## src/rvga_isa_pkg.sv

```systemverilog
`default_nettype none

package rvga_isa_pkg;

    localparam int XLEN       = 32; // Data and PC width.
    localparam int ILEN       = 32; // Instruction word width.
    localparam int REG_ADDR_W = 5;

    localparam logic [6:0] FUNCT7_BASE = 7'b0000000;
    localparam logic [6:0] FUNCT7_ALT  = 7'b0100000; // Selects sub and sra.

    typedef enum logic [6:0] {
        OPC_OP     = 7'b0110011,
        OPC_OP_IMM = 7'b0010011,
        OPC_LUI    = 7'b0110111
    } opcode_e;

    typedef enum logic [3:0] {
        ALU_ADD,
        ALU_SUB,
        ALU_SLL,
        ALU_SLT,
        ALU_SLTU,
        ALU_XOR,
        ALU_SRL,
        ALU_SRA,
        ALU_OR,
        ALU_AND,
        ALU_PASS_B // Used by LUI.
    } alu_op_e;

endpackage

`default_nettype wire

```

## src/rvga_pipe_pkg.sv

```systemverilog
`default_nettype none

package rvga_pipe_pkg;

    localparam int NUM_REGS     = 32;
    localparam int PC_STEP      = 4;
    localparam int PIPE_LATENCY = 3; // Edges from acceptance to writeback.

    typedef enum logic {
        OPB_REG,
        OPB_IMM
    } op_b_sel_e;

endpackage

`default_nettype wire

```

## src/regfile.sv

```systemverilog
`timescale 1ns/1ps
`default_nettype none

module regfile (
    input  logic                                  clk_i,
    input  logic                                  rst_i,
    input  logic [rvga_isa_pkg::REG_ADDR_W-1:0]   rs1_i,
    input  logic [rvga_isa_pkg::REG_ADDR_W-1:0]   rs2_i,
    input  logic [rvga_isa_pkg::REG_ADDR_W-1:0]   rd_i,
    input  logic                                  rd_we_i,
    input  logic [rvga_isa_pkg::XLEN-1:0]         rd_data_i,
    output logic [rvga_isa_pkg::XLEN-1:0]         rs1_data_o,
    output logic [rvga_isa_pkg::XLEN-1:0]         rs2_data_o
);

    logic [rvga_isa_pkg::XLEN-1:0] regs [rvga_pipe_pkg::NUM_REGS];

    always_ff @(posedge clk_i) begin
        if (rst_i) begin
            for (int i = 0; i < rvga_pipe_pkg::NUM_REGS; i++) begin
                regs[i] <= '0;
            end
        end else if (rd_we_i) begin
            regs[rd_i] <= rd_data_i; // Decode never enables x0.
        end
    end

    // x0 first, then write-through, then the array.
    assign rs1_data_o = (rs1_i == '0) ? '0 :
                        (rd_we_i && rs1_i == rd_i) ? rd_data_i : regs[rs1_i];
    assign rs2_data_o = (rs2_i == '0) ? '0 :
                        (rd_we_i && rs2_i == rd_i) ? rd_data_i : regs[rs2_i];

endmodule

`default_nettype wire

```

## src/decode_stage.sv

```systemverilog
`timescale 1ns/1ps
`default_nettype none

module decode_stage (
    input  logic                                  clk_i,
    input  logic                                  rst_i,
    input  logic                                  valid_i,
    input  logic [rvga_isa_pkg::XLEN-1:0]         pc_i,
    input  logic [rvga_isa_pkg::ILEN-1:0]         instr_i,
    output logic                                  valid_o,
    output logic [rvga_isa_pkg::XLEN-1:0]         pc_o,
    output logic [rvga_isa_pkg::REG_ADDR_W-1:0]   rs1_o,
    output logic [rvga_isa_pkg::REG_ADDR_W-1:0]   rs2_o,
    output logic [rvga_isa_pkg::REG_ADDR_W-1:0]   rd_o,
    output logic [rvga_isa_pkg::XLEN-1:0]         imm_o,
    output rvga_isa_pkg::alu_op_e                 alu_op_o,
    output rvga_pipe_pkg::op_b_sel_e              op_b_sel_o,
    output logic                                  rd_we_o
);

    rvga_isa_pkg::opcode_e               opcode;
    logic [2:0]                          funct3;
    logic [6:0]                          funct7;
    logic [rvga_isa_pkg::REG_ADDR_W-1:0] rd;
    logic [rvga_isa_pkg::XLEN-1:0]       imm;
    rvga_isa_pkg::alu_op_e               alu_op;
    rvga_pipe_pkg::op_b_sel_e            op_b_sel;
    logic                                legal;

    assign opcode = rvga_isa_pkg::opcode_e'(instr_i[6:0]);
    assign funct3 = instr_i[14:12];
    assign funct7 = instr_i[31:25];
    assign rd     = instr_i[11:7];

    always_comb begin
        alu_op   = rvga_isa_pkg::ALU_ADD;
        op_b_sel = rvga_pipe_pkg::OPB_IMM;
        imm      = {{20{instr_i[31]}}, instr_i[31:20]}; // I-type.
        legal    = 1'b1;
        case (opcode)
            rvga_isa_pkg::OPC_OP: begin
                op_b_sel = rvga_pipe_pkg::OPB_REG;
                if (funct7 == rvga_isa_pkg::FUNCT7_BASE) begin
                    case (funct3)
                        3'b000: alu_op = rvga_isa_pkg::ALU_ADD;
                        3'b001: alu_op = rvga_isa_pkg::ALU_SLL;
                        3'b010: alu_op = rvga_isa_pkg::ALU_SLT;
                        3'b011: alu_op = rvga_isa_pkg::ALU_SLTU;
                        3'b100: alu_op = rvga_isa_pkg::ALU_XOR;
                        3'b101: alu_op = rvga_isa_pkg::ALU_SRL;
                        3'b110: alu_op = rvga_isa_pkg::ALU_OR;
                        default: alu_op = rvga_isa_pkg::ALU_AND;
                    endcase
                end else if (funct7 == rvga_isa_pkg::FUNCT7_ALT && funct3 == 3'b000) begin
                    alu_op = rvga_isa_pkg::ALU_SUB;
                end else if (funct7 == rvga_isa_pkg::FUNCT7_ALT && funct3 == 3'b101) begin
                    alu_op = rvga_isa_pkg::ALU_SRA;
                end else begin
                    legal = 1'b0;
                end
            end
            rvga_isa_pkg::OPC_OP_IMM: begin
                case (funct3)
                    3'b000: alu_op = rvga_isa_pkg::ALU_ADD;
                    3'b010: alu_op = rvga_isa_pkg::ALU_SLT;
                    3'b011: alu_op = rvga_isa_pkg::ALU_SLTU;
                    3'b100: alu_op = rvga_isa_pkg::ALU_XOR;
                    3'b110: alu_op = rvga_isa_pkg::ALU_OR;
                    3'b111: alu_op = rvga_isa_pkg::ALU_AND;
                    3'b001: begin
                        alu_op = rvga_isa_pkg::ALU_SLL;
                        legal  = (funct7 == rvga_isa_pkg::FUNCT7_BASE);
                    end
                    default: begin
                        alu_op = (funct7 == rvga_isa_pkg::FUNCT7_ALT) ?
                                 rvga_isa_pkg::ALU_SRA : rvga_isa_pkg::ALU_SRL;
                        legal  = (funct7 == rvga_isa_pkg::FUNCT7_BASE) ||
                                 (funct7 == rvga_isa_pkg::FUNCT7_ALT);
                    end
                endcase
                if (funct3 == 3'b001 || funct3 == 3'b101) begin
                    imm = {27'b0, instr_i[24:20]}; // Shamt only.
                end
            end
            rvga_isa_pkg::OPC_LUI: begin
                alu_op = rvga_isa_pkg::ALU_PASS_B;
                imm    = {instr_i[31:12], 12'b0};
            end
            default: legal = 1'b0;
        endcase
    end

    always_ff @(posedge clk_i) begin
        if (rst_i) begin
            valid_o <= 1'b0;
            rd_we_o <= 1'b0;
        end else begin
            valid_o <= valid_i && legal;
            rd_we_o <= valid_i && legal && (rd != '0); // No writes to x0.
        end
    end

    always_ff @(posedge clk_i) begin
        pc_o       <= pc_i;
        rs1_o      <= instr_i[19:15];
        rs2_o      <= instr_i[24:20];
        rd_o       <= rd;
        imm_o      <= imm;
        alu_op_o   <= alu_op;
        op_b_sel_o <= op_b_sel;
    end

endmodule

`default_nettype wire

```

## src/rfetch_stage.sv

```systemverilog
`timescale 1ns/1ps
`default_nettype none

module rfetch_stage (
    input  logic                                  clk_i,
    input  logic                                  rst_i,
    input  logic                                  valid_i,
    input  logic [rvga_isa_pkg::XLEN-1:0]         pc_i,
    input  logic [rvga_isa_pkg::REG_ADDR_W-1:0]   rs1_i,
    input  logic [rvga_isa_pkg::REG_ADDR_W-1:0]   rs2_i,
    input  logic [rvga_isa_pkg::REG_ADDR_W-1:0]   rd_i,
    input  logic [rvga_isa_pkg::XLEN-1:0]         imm_i,
    input  rvga_isa_pkg::alu_op_e                 alu_op_i,
    input  rvga_pipe_pkg::op_b_sel_e              op_b_sel_i,
    input  logic                                  rd_we_i,
    input  logic [rvga_isa_pkg::XLEN-1:0]         rf_rs1_data_i,
    input  logic [rvga_isa_pkg::XLEN-1:0]         rf_rs2_data_i,
    input  logic                                  ex_fwd_we_i,
    input  logic [rvga_isa_pkg::REG_ADDR_W-1:0]   ex_fwd_rd_i,
    input  logic [rvga_isa_pkg::XLEN-1:0]         ex_fwd_data_i,
    input  logic                                  wb_we_i,
    input  logic [rvga_isa_pkg::REG_ADDR_W-1:0]   wb_rd_i,
    input  logic [rvga_isa_pkg::XLEN-1:0]         wb_data_i,
    output logic                                  valid_o,
    output logic [rvga_isa_pkg::XLEN-1:0]         pc_o,
    output logic [rvga_isa_pkg::REG_ADDR_W-1:0]   rd_o,
    output logic [rvga_isa_pkg::XLEN-1:0]         rs1_data_o,
    output logic [rvga_isa_pkg::XLEN-1:0]         rs2_data_o,
    output logic [rvga_isa_pkg::XLEN-1:0]         imm_o,
    output rvga_isa_pkg::alu_op_e                 alu_op_o,
    output rvga_pipe_pkg::op_b_sel_e              op_b_sel_o,
    output logic                                  rd_we_o
);

    logic [rvga_isa_pkg::XLEN-1:0] rs1_data;
    logic [rvga_isa_pkg::XLEN-1:0] rs2_data;

    // Youngest producer wins: execute, then writeback, then regfile.
    function automatic logic [rvga_isa_pkg::XLEN-1:0] fwd_operand(
        input logic [rvga_isa_pkg::REG_ADDR_W-1:0] rs,
        input logic [rvga_isa_pkg::XLEN-1:0]       rf_data
    );
        if (ex_fwd_we_i && ex_fwd_rd_i == rs) begin
            return ex_fwd_data_i;
        end else if (wb_we_i && wb_rd_i == rs) begin
            return wb_data_i;
        end
        return rf_data;
    endfunction

    always_comb begin
        rs1_data = fwd_operand(rs1_i, rf_rs1_data_i);
        rs2_data = fwd_operand(rs2_i, rf_rs2_data_i);
    end

    always_ff @(posedge clk_i) begin
        if (rst_i) begin
            valid_o <= 1'b0;
            rd_we_o <= 1'b0;
        end else begin
            valid_o <= valid_i;
            rd_we_o <= rd_we_i;
        end
    end

    always_ff @(posedge clk_i) begin
        pc_o       <= pc_i;
        rd_o       <= rd_i;
        rs1_data_o <= rs1_data;
        rs2_data_o <= rs2_data;
        imm_o      <= imm_i;
        alu_op_o   <= alu_op_i;
        op_b_sel_o <= op_b_sel_i;
    end

endmodule

`default_nettype wire

```

## src/execute_stage.sv

```systemverilog
`timescale 1ns/1ps
`default_nettype none

module execute_stage (
    input  logic                                  clk_i,
    input  logic                                  rst_i,
    input  logic                                  valid_i,
    input  logic [rvga_isa_pkg::XLEN-1:0]         pc_i,
    input  logic [rvga_isa_pkg::REG_ADDR_W-1:0]   rd_i,
    input  logic [rvga_isa_pkg::XLEN-1:0]         rs1_data_i,
    input  logic [rvga_isa_pkg::XLEN-1:0]         rs2_data_i,
    input  logic [rvga_isa_pkg::XLEN-1:0]         imm_i,
    input  rvga_isa_pkg::alu_op_e                 alu_op_i,
    input  rvga_pipe_pkg::op_b_sel_e              op_b_sel_i,
    input  logic                                  rd_we_i,
    output logic                                  fwd_we_o,
    output logic [rvga_isa_pkg::REG_ADDR_W-1:0]   fwd_rd_o,
    output logic [rvga_isa_pkg::XLEN-1:0]         fwd_data_o,
    output logic                                  wb_valid_o,
    output logic [rvga_isa_pkg::XLEN-1:0]         wb_pc_o,
    output logic [rvga_isa_pkg::REG_ADDR_W-1:0]   wb_rd_o,
    output logic [rvga_isa_pkg::XLEN-1:0]         wb_data_o,
    output logic                                  wb_we_o
);

    logic [rvga_isa_pkg::XLEN-1:0] op_a;
    logic [rvga_isa_pkg::XLEN-1:0] op_b;
    logic [4:0]                    shamt;
    logic [rvga_isa_pkg::XLEN-1:0] result;

    assign op_a  = rs1_data_i;
    assign op_b  = (op_b_sel_i == rvga_pipe_pkg::OPB_IMM) ? imm_i : rs2_data_i;
    assign shamt = op_b[4:0];

    always_comb begin
        case (alu_op_i)
            rvga_isa_pkg::ALU_ADD:    result = op_a + op_b;
            rvga_isa_pkg::ALU_SUB:    result = op_a - op_b;
            rvga_isa_pkg::ALU_SLL:    result = op_a << shamt;
            rvga_isa_pkg::ALU_SLT:    result = {31'b0, $signed(op_a) < $signed(op_b)};
            rvga_isa_pkg::ALU_SLTU:   result = {31'b0, op_a < op_b};
            rvga_isa_pkg::ALU_XOR:    result = op_a ^ op_b;
            rvga_isa_pkg::ALU_SRL:    result = op_a >> shamt;
            rvga_isa_pkg::ALU_SRA:    result = $unsigned($signed(op_a) >>> shamt);
            rvga_isa_pkg::ALU_OR:     result = op_a | op_b;
            rvga_isa_pkg::ALU_AND:    result = op_a & op_b;
            rvga_isa_pkg::ALU_PASS_B: result = op_b;
            default:                  result = '0;
        endcase
    end

    assign fwd_we_o   = valid_i && rd_we_i; // Bypass into register fetch.
    assign fwd_rd_o   = rd_i;
    assign fwd_data_o = result;

    always_ff @(posedge clk_i) begin
        if (rst_i) begin
            wb_valid_o <= 1'b0;
            wb_we_o    <= 1'b0;
        end else begin
            wb_valid_o <= valid_i;
            wb_we_o    <= valid_i && rd_we_i;
        end
    end

    always_ff @(posedge clk_i) begin
        wb_pc_o   <= pc_i;
        wb_rd_o   <= rd_i;
        wb_data_o <= result;
    end

endmodule

`default_nettype wire

```

## src/rvga_core.sv

```systemverilog
`timescale 1ns/1ps
`default_nettype none

module rvga_core (
    input  logic                                  clk_i,
    input  logic                                  rst_i,
    input  logic                                  instr_valid_i,
    input  logic [rvga_isa_pkg::ILEN-1:0]         instr_i,
    output logic                                  wb_valid_o,
    output logic [rvga_isa_pkg::XLEN-1:0]         wb_pc_o,
    output logic [rvga_isa_pkg::REG_ADDR_W-1:0]   wb_rd_o,
    output logic [rvga_isa_pkg::XLEN-1:0]         wb_data_o
);

    logic [rvga_isa_pkg::XLEN-1:0]       pc;
    logic                                dec_valid;
    logic [rvga_isa_pkg::XLEN-1:0]       dec_pc;
    logic [rvga_isa_pkg::REG_ADDR_W-1:0] dec_rs1;
    logic [rvga_isa_pkg::REG_ADDR_W-1:0] dec_rs2;
    logic [rvga_isa_pkg::REG_ADDR_W-1:0] dec_rd;
    logic [rvga_isa_pkg::XLEN-1:0]       dec_imm;
    rvga_isa_pkg::alu_op_e               dec_alu_op;
    rvga_pipe_pkg::op_b_sel_e            dec_op_b_sel;
    logic                                dec_rd_we;
    logic [rvga_isa_pkg::XLEN-1:0]       regf_rs1_data;
    logic [rvga_isa_pkg::XLEN-1:0]       regf_rs2_data;
    logic                                rf_valid;
    logic [rvga_isa_pkg::XLEN-1:0]       rf_pc;
    logic [rvga_isa_pkg::REG_ADDR_W-1:0] rf_rd;
    logic [rvga_isa_pkg::XLEN-1:0]       rf_rs1_data;
    logic [rvga_isa_pkg::XLEN-1:0]       rf_rs2_data;
    logic [rvga_isa_pkg::XLEN-1:0]       rf_imm;
    rvga_isa_pkg::alu_op_e               rf_alu_op;
    rvga_pipe_pkg::op_b_sel_e            rf_op_b_sel;
    logic                                rf_rd_we;
    logic                                ex_fwd_we;
    logic [rvga_isa_pkg::REG_ADDR_W-1:0] ex_fwd_rd;
    logic [rvga_isa_pkg::XLEN-1:0]       ex_fwd_data;
    logic                                wb_we;

    always_ff @(posedge clk_i) begin
        if (rst_i) begin
            pc <= '0;
        end else if (instr_valid_i) begin
            pc <= pc + rvga_isa_pkg::XLEN'(rvga_pipe_pkg::PC_STEP); // Illegal ones step too.
        end
    end

    decode_stage decode_stage_inst (
        .clk_i      (clk_i),
        .rst_i      (rst_i),
        .valid_i    (instr_valid_i),
        .pc_i       (pc),
        .instr_i    (instr_i),
        .valid_o    (dec_valid),
        .pc_o       (dec_pc),
        .rs1_o      (dec_rs1),
        .rs2_o      (dec_rs2),
        .rd_o       (dec_rd),
        .imm_o      (dec_imm),
        .alu_op_o   (dec_alu_op),
        .op_b_sel_o (dec_op_b_sel),
        .rd_we_o    (dec_rd_we)
    );

    regfile regfile_inst (
        .clk_i      (clk_i),
        .rst_i      (rst_i),
        .rs1_i      (dec_rs1),
        .rs2_i      (dec_rs2),
        .rd_i       (wb_rd_o),
        .rd_we_i    (wb_we),
        .rd_data_i  (wb_data_o),
        .rs1_data_o (regf_rs1_data),
        .rs2_data_o (regf_rs2_data)
    );

    rfetch_stage rfetch_stage_inst (
        .clk_i         (clk_i),
        .rst_i         (rst_i),
        .valid_i       (dec_valid),
        .pc_i          (dec_pc),
        .rs1_i         (dec_rs1),
        .rs2_i         (dec_rs2),
        .rd_i          (dec_rd),
        .imm_i         (dec_imm),
        .alu_op_i      (dec_alu_op),
        .op_b_sel_i    (dec_op_b_sel),
        .rd_we_i       (dec_rd_we),
        .rf_rs1_data_i (regf_rs1_data),
        .rf_rs2_data_i (regf_rs2_data),
        .ex_fwd_we_i   (ex_fwd_we),
        .ex_fwd_rd_i   (ex_fwd_rd),
        .ex_fwd_data_i (ex_fwd_data),
        .wb_we_i       (wb_we),
        .wb_rd_i       (wb_rd_o),
        .wb_data_i     (wb_data_o),
        .valid_o       (rf_valid),
        .pc_o          (rf_pc),
        .rd_o          (rf_rd),
        .rs1_data_o    (rf_rs1_data),
        .rs2_data_o    (rf_rs2_data),
        .imm_o         (rf_imm),
        .alu_op_o      (rf_alu_op),
        .op_b_sel_o    (rf_op_b_sel),
        .rd_we_o       (rf_rd_we)
    );

    execute_stage execute_stage_inst (
        .clk_i      (clk_i),
        .rst_i      (rst_i),
        .valid_i    (rf_valid),
        .pc_i       (rf_pc),
        .rd_i       (rf_rd),
        .rs1_data_i (rf_rs1_data),
        .rs2_data_i (rf_rs2_data),
        .imm_i      (rf_imm),
        .alu_op_i   (rf_alu_op),
        .op_b_sel_i (rf_op_b_sel),
        .rd_we_i    (rf_rd_we),
        .fwd_we_o   (ex_fwd_we),
        .fwd_rd_o   (ex_fwd_rd),
        .fwd_data_o (ex_fwd_data),
        .wb_valid_o (wb_valid_o),
        .wb_pc_o    (wb_pc_o),
        .wb_rd_o    (wb_rd_o),
        .wb_data_o  (wb_data_o),
        .wb_we_o    (wb_we)
    );

endmodule

`default_nettype wire

```

## config.mk

```make
export PLATFORM = sky130hd
export DESIGN_NAME = rvga_core
export DESIGN_NICKNAME = d
export VERILOG_FILES = /design/src/rvga_isa_pkg.sv /design/src/rvga_pipe_pkg.sv /design/src/regfile.sv /design/src/decode_stage.sv /design/src/rfetch_stage.sv /design/src/execute_stage.sv /design/src/rvga_core.sv
export SDC_FILE = /design/constraint.sdc
export NUM_CORES = 2
export LEC_CHECK = 0
export BUFFER_PORTS_ARGS = -buffer_cell sky130_fd_sc_hd__buf_2
export CORE_UTILIZATION = 36
export CTS_CLUSTER_SIZE = 12
export DETAILED_ROUTE_END_ITERATION = 10
export PLACE_DENSITY = 0.47
export SLEW_MARGIN = 20
export SYNTH_ARGS = -nofsm -noshare
export SYNTH_HDL_FRONTEND = slang
export SYNTH_SLANG_ARGS = --single-unit
```

## constraint.sdc

```tcl
create_clock -name clk_i -period 13.8 [get_ports clk_i]
set_clock_uncertainty 0.2 [all_clocks]
set_input_delay 0.69 -clock clk_i [delete_from_list [all_inputs] [get_ports clk_i]]
set_output_delay 0.69 -clock clk_i [all_outputs]
set_load 0.02 [all_outputs]
```

==> impl.org <==
** Setup path
- Req. time, crit path :: 14330 ps
- Data arrival time of the critical path :: 6670 ps
- Critical path, cell by cell :: buf_4 -> mux2i_4 -> buf_4 -> inv_2 -> buf_4 -> ha_1 -> inv_1 -> fa_1 -> nand2b_1 -> a211oi_2 -> o41ai_2 -> nor3_2 -> nor3_2 -> o21ai_2 -> a211oi_1 -> o221ai_1 -> and4_1 -> o21ai_0
- The slowest stage of the critical path is the sky130_fd_sc_hd__o41ai_2 cell.
- Startpoint of the most critical register-to-register path :: rfetch_stage_inst.op_b_sel_o
- The critical path starts at rfetch_stage_inst.op_b_sel_o.
- Critical path's most frequent cell :: sky130_fd_sc_hd__buf_4
- In this design, the stage delay of the slowest critical-path cell is 670 ps.
- Largest driver fanout on the critical path :: 62
- The worst setup path is captured at a flip-flop.
- Launching element type of the critical path :: flip-flop
- The setup path with the least slack is of type reg2reg.

** Logic synthesis
- After synthesis, the share of flip-flops with an asynchronous set or reset is 0%.
- In the synthesized netlist, the number of instances is 5662.
- Dividing the synthesized area by the synthesized cell count gives 12.7 µm².
- Count of flip-flops with a built-in enable after synthesis :: 992
- The share of the Yosys chip area taken by registers is 50.4%.
- The Yosys step of the flow raised 0 warnings.
- Summed instance area of the synthesized netlist :: 0.0719 mm²
- In the synthesized netlist, the cells that appear most often are sky130_fd_sc_hd__and2_1, sky130_fd_sc_hd__edfxtp_1, sky130_fd_sc_hd__mux4_2.
- In this run, synthesis produced a sequential element count of 1313.
- Among all flip-flop cells after synthesis, the most frequent one is sky130_fd_sc_hd__edfxtp_1.
- Leading area contributor after synthesis :: sky130_fd_sc_hd__edfxtp_1
- Number of distinct library cell variants in the gate-level netlist after synthesis :: 92
- By instance count, the leading cell after synthesis is sky130_fd_sc_hd__and2_1.
- Cell types with the largest area share after synthesis :: sky130_fd_sc_hd__edfxtp_1, sky130_fd_sc_hd__mux4_2, sky130_fd_sc_hd__dfxtp_1, sky130_fd_sc_hd__and2_1, sky130_fd_sc_hd__mux2i_1
- After synthesis, the largest area contributor takes up 41.4% of total cell area.

** CTS
- Deepest level of the CTS H-tree :: 4
- Once the clock tree was built, the resizer swapped 0 gates to a different size.
- Clock insertion delay at the later pin of the skew report :: 840 ps
- Post-CTS Setup Repair Bufs :: 0
- Clock tree synthesis selected as its root buffer the cell sky130_fd_sc_hd__clkbuf_16.
- Clock transition at the register clock pins on the worst setup and hold paths after CTS :: 60 ps
- TritonCTS built the clock tree.
- Hold buffers post-CTS :: 29
- The clock passes through at most 3 buffers.
- The number of clock buffers added by TritonCTS is 153.
- Counting every sink on the clock net gives 1313.

** Placement
- Routability congestion estimate from global placement :: 0.980
- Input and output buffers added on the ports amount to 102.
- Detailed placement finished with a half-perimeter wire length of 177 mm.
- Post-Place Cell Area :: 0.0754 mm²

** Final layout
- Share of cells above drive strength 1 :: 21.7%
- Nets :: 5728
- The area growth from synthesis to layout is 11.8%.
- Once layout is done, the placed cells without fillers occupy 0.0804 mm².

** Outcome
- Run status :: completed

** STA
- Highest attainable clock frequency :: 163 MHz
- Summed negative setup slack over all endpoints :: 0 ps
- RSZ-0062 raised after global routing :: no
- Final Max Slew Viols :: 0
- The worst pin sits at a relative slew slack of 21.4%.
- The final hold violation count came to 0.
- At the pin with the least slew margin, the transition time is 1150 ps.
- Setup-failing EPs final :: 0
- Final clock period utilization by the worst path :: 44.5%
- For the finished layout, the period the worst path requires is 6140 ps.

** Routing
- Number of remaining DRC errors :: 0
- Detail Route Antenna Nets :: 0
- The final route contains 49.3k vias.
- Total Wirelength :: 280 mm
- After the first detailed-routing iteration, the DRC count stood at 5793.
- Using the TritonRoute via totals, the vias-per-cell ratio works out to 5.91.
- Before antenna repair, the detailed router went through 6 iterations.
- WL per Instance :: 33.6 µm

** Global routing
- Global-route usage over all layers :: 27.3%
- First-pass GRT wire length :: 390 mm
- The number of global-route vias before repair came to 49.1k.
- Entering global routing, the biggest net connects 106 pins.
- The number of antenna violations at the first check in global routing was 19.
- Grt ovf :: 0

** Power and ir drop
- Portion of total power attributed to sequential cells :: 44.5%
- Internal power :: 7.17 mW
- Largest vdd supply drop :: 0.131 mV
- In this run, the combinational gates consume 18.1% of the power.
- For this design the static power due to leakage is 29.8 nW.
- Clock network fraction of total power :: 37.4%
- Switching Fraction :: 30.9%
- PD cells :: 129 mW/mm²
- The analysis attributes to net switching a power of 3.20 mW.

** Floorplanning
- The die covers 0.201 mm².
- The floorplan step set the die width to 449 µm.
- The total area inside the core boundary comes to 0.198 mm².
- Boundary Pins :: 105
- The floorplan step set the die height to 449 µm.
- Standard-cell row count :: 163
- Effective utilization at floorplan :: 36.3%

** Min path
- The worst hold path begins at instr_i[3].
- Type of the tightest min-delay check :: in2reg

** Run
- Max cap viols :: 0
==> registers in the layout, summed over array words and instances (netlist names), 4 cells and up <==
name	flops
pc	30
regfile_inst.regs	992
decode_stage_inst.pc_o	30
decode_stage_inst.rs1_o	5
rfetch_stage_inst.rd_o	5
rfetch_stage_inst.imm_o	32
rfetch_stage_inst.rs2_data_o	32
execute_stage_inst.wb_data_o	32
decode_stage_inst.imm_o	32
decode_stage_inst.rd_o	5
execute_stage_inst.wb_pc_o	30
rfetch_stage_inst.pc_o	30
decode_stage_inst.rs2_o	5
execute_stage_inst.wb_rd_o	5
rfetch_stage_inst.rs1_data_o	32
decode_stage_inst.alu_op_o	4
rfetch_stage_inst.alu_op_o	4
==> final cells by class <==
cell class                 instances  area (µm²)
clock buffer                     209        4120
antenna                            8        20.0
clock inverter                    63         561
fill                           18500      117000
timing repair buffer             303        2190
inverter                         131         497
sequential                      1313       36300
tap                             2640        3300
multi-input combinational       3685       33400
==> through the flow <==
stage | cells | setup WS (ps) | power (mW) | util [%] | hold WS (ps)
final | 8352 | 7660 | 10.4 | 40.6 | 106
after global routing | 8346 | 7380 | 10.7 | 40.6 | 130
after CTS | 8344 | 7770 | 10.4 | 40.6 | 4.80
after detailed placement | 8043 | 7790 | 6.54 | 38.1 | 112
after global placement | 8043 | 7830 | 6.54 | 38.1 | 111
after floorplan | 5663 | 8890 | 5.70 | - | 110
==> cells in the final DEF (no fill, tap or decap), types with 29 or more instances in the layout <==
cell,instances
sky130_fd_sc_hd__nand3_1,53
sky130_fd_sc_hd__o211ai_1,74
sky130_fd_sc_hd__dfxtp_1,306
sky130_fd_sc_hd__nand2_1,230
sky130_fd_sc_hd__a2111oi_0,35
sky130_fd_sc_hd__clkbuf_1,49
sky130_fd_sc_hd__ha_1,104
sky130_fd_sc_hd__xor2_1,35
sky130_fd_sc_hd__mux2i_1,224
sky130_fd_sc_hd__buf_4,164
sky130_fd_sc_hd__or2_2,36
sky130_fd_sc_hd__o22ai_1,39
sky130_fd_sc_hd__dlygate4sd3_1,29
sky130_fd_sc_hd__a22o_1,36
sky130_fd_sc_hd__buf_2,102
sky130_fd_sc_hd__mux4_2,535
sky130_fd_sc_hd__a211oi_1,36
sky130_fd_sc_hd__inv_1,127
sky130_fd_sc_hd__and2_1,1014
sky130_fd_sc_hd__a21oi_1,208
sky130_fd_sc_hd__mux2_2,88
sky130_fd_sc_hd__nor2_1,248
sky130_fd_sc_hd__a221oi_1,46
sky130_fd_sc_hd__clkbuf_16,154
sky130_fd_sc_hd__a21o_1,31
sky130_fd_sc_hd__edfxtp_1,992
sky130_fd_sc_hd__o21ai_0,151
sky130_fd_sc_hd__nor2_4,33
sky130_fd_sc_hd__nor3_1,39
==> worst max-delay path, delay by kind of cell (launching register included) <==
| kind | cells | cell delay, ps |
|---|---|---|
| AO/OA/AOI/OAI | 6 | 2060 |
| buffers and inverters | 5 | 1540 |
| AND/OR/NAND/NOR | 4 | 950 |
| adder cells (fa/ha/maj) | 2 | 730 |
| flip-flops | 1 | 310 |
| multiplexers | 1 | 110 |
==> power groups by stage <==
| stage | combinational (mW) | sequential [mW] | clock [mW] |
|---|---|---|---|
| finish | 1.87 | 4.62 | 3.88 |
| global route | 1.97 | 4.63 | 4.09 |
| CTS | 1.86 | 4.61 | 3.95 |
| detailed placement | 1.85 | 4.69 | 0 |
| global placement | 1.86 | 4.69 | 0 |
| floorplan | 1.07 | 4.63 | 0 |
==> path summary, 6_finish.rpt <==
path,to,slack (ps),cells past startpoint
max,rfetch_stage_inst.rs1_data_o[0],7660,18
min,decode_stage_inst.alu_op_o[3],110,4
max reg2reg,rfetch_stage_inst.rs1_data_o[0],7660,18
min reg2reg,rfetch_stage_inst.imm_o[21],120,0
==> kinds of logic after synthesis <==
family                     after synthesis  share of synthesized area [%]
and+or+nand+nor                       1810                           13.9
DFF                                   1313                           50.4
AOI/OAI and AO/OA                      854                           8.11
muxes                                  852                           21.4
buffers and inverters                  665                           3.60
adders and majority gates              106                           1.87
xor gates and xnor gates                61                          0.743
other                                    1                        0.00522
==> routing by layer <==
metal,GRT usage (%),wire length [µm],up-vias
li1,-,-,21100
met1,37.4,121000,25900
met2,44.0,132000,1943
met3,4.04,17400,425
met4,9.73,10400,2
met5,0,19,-
Power figures use the tool's default switching activity.
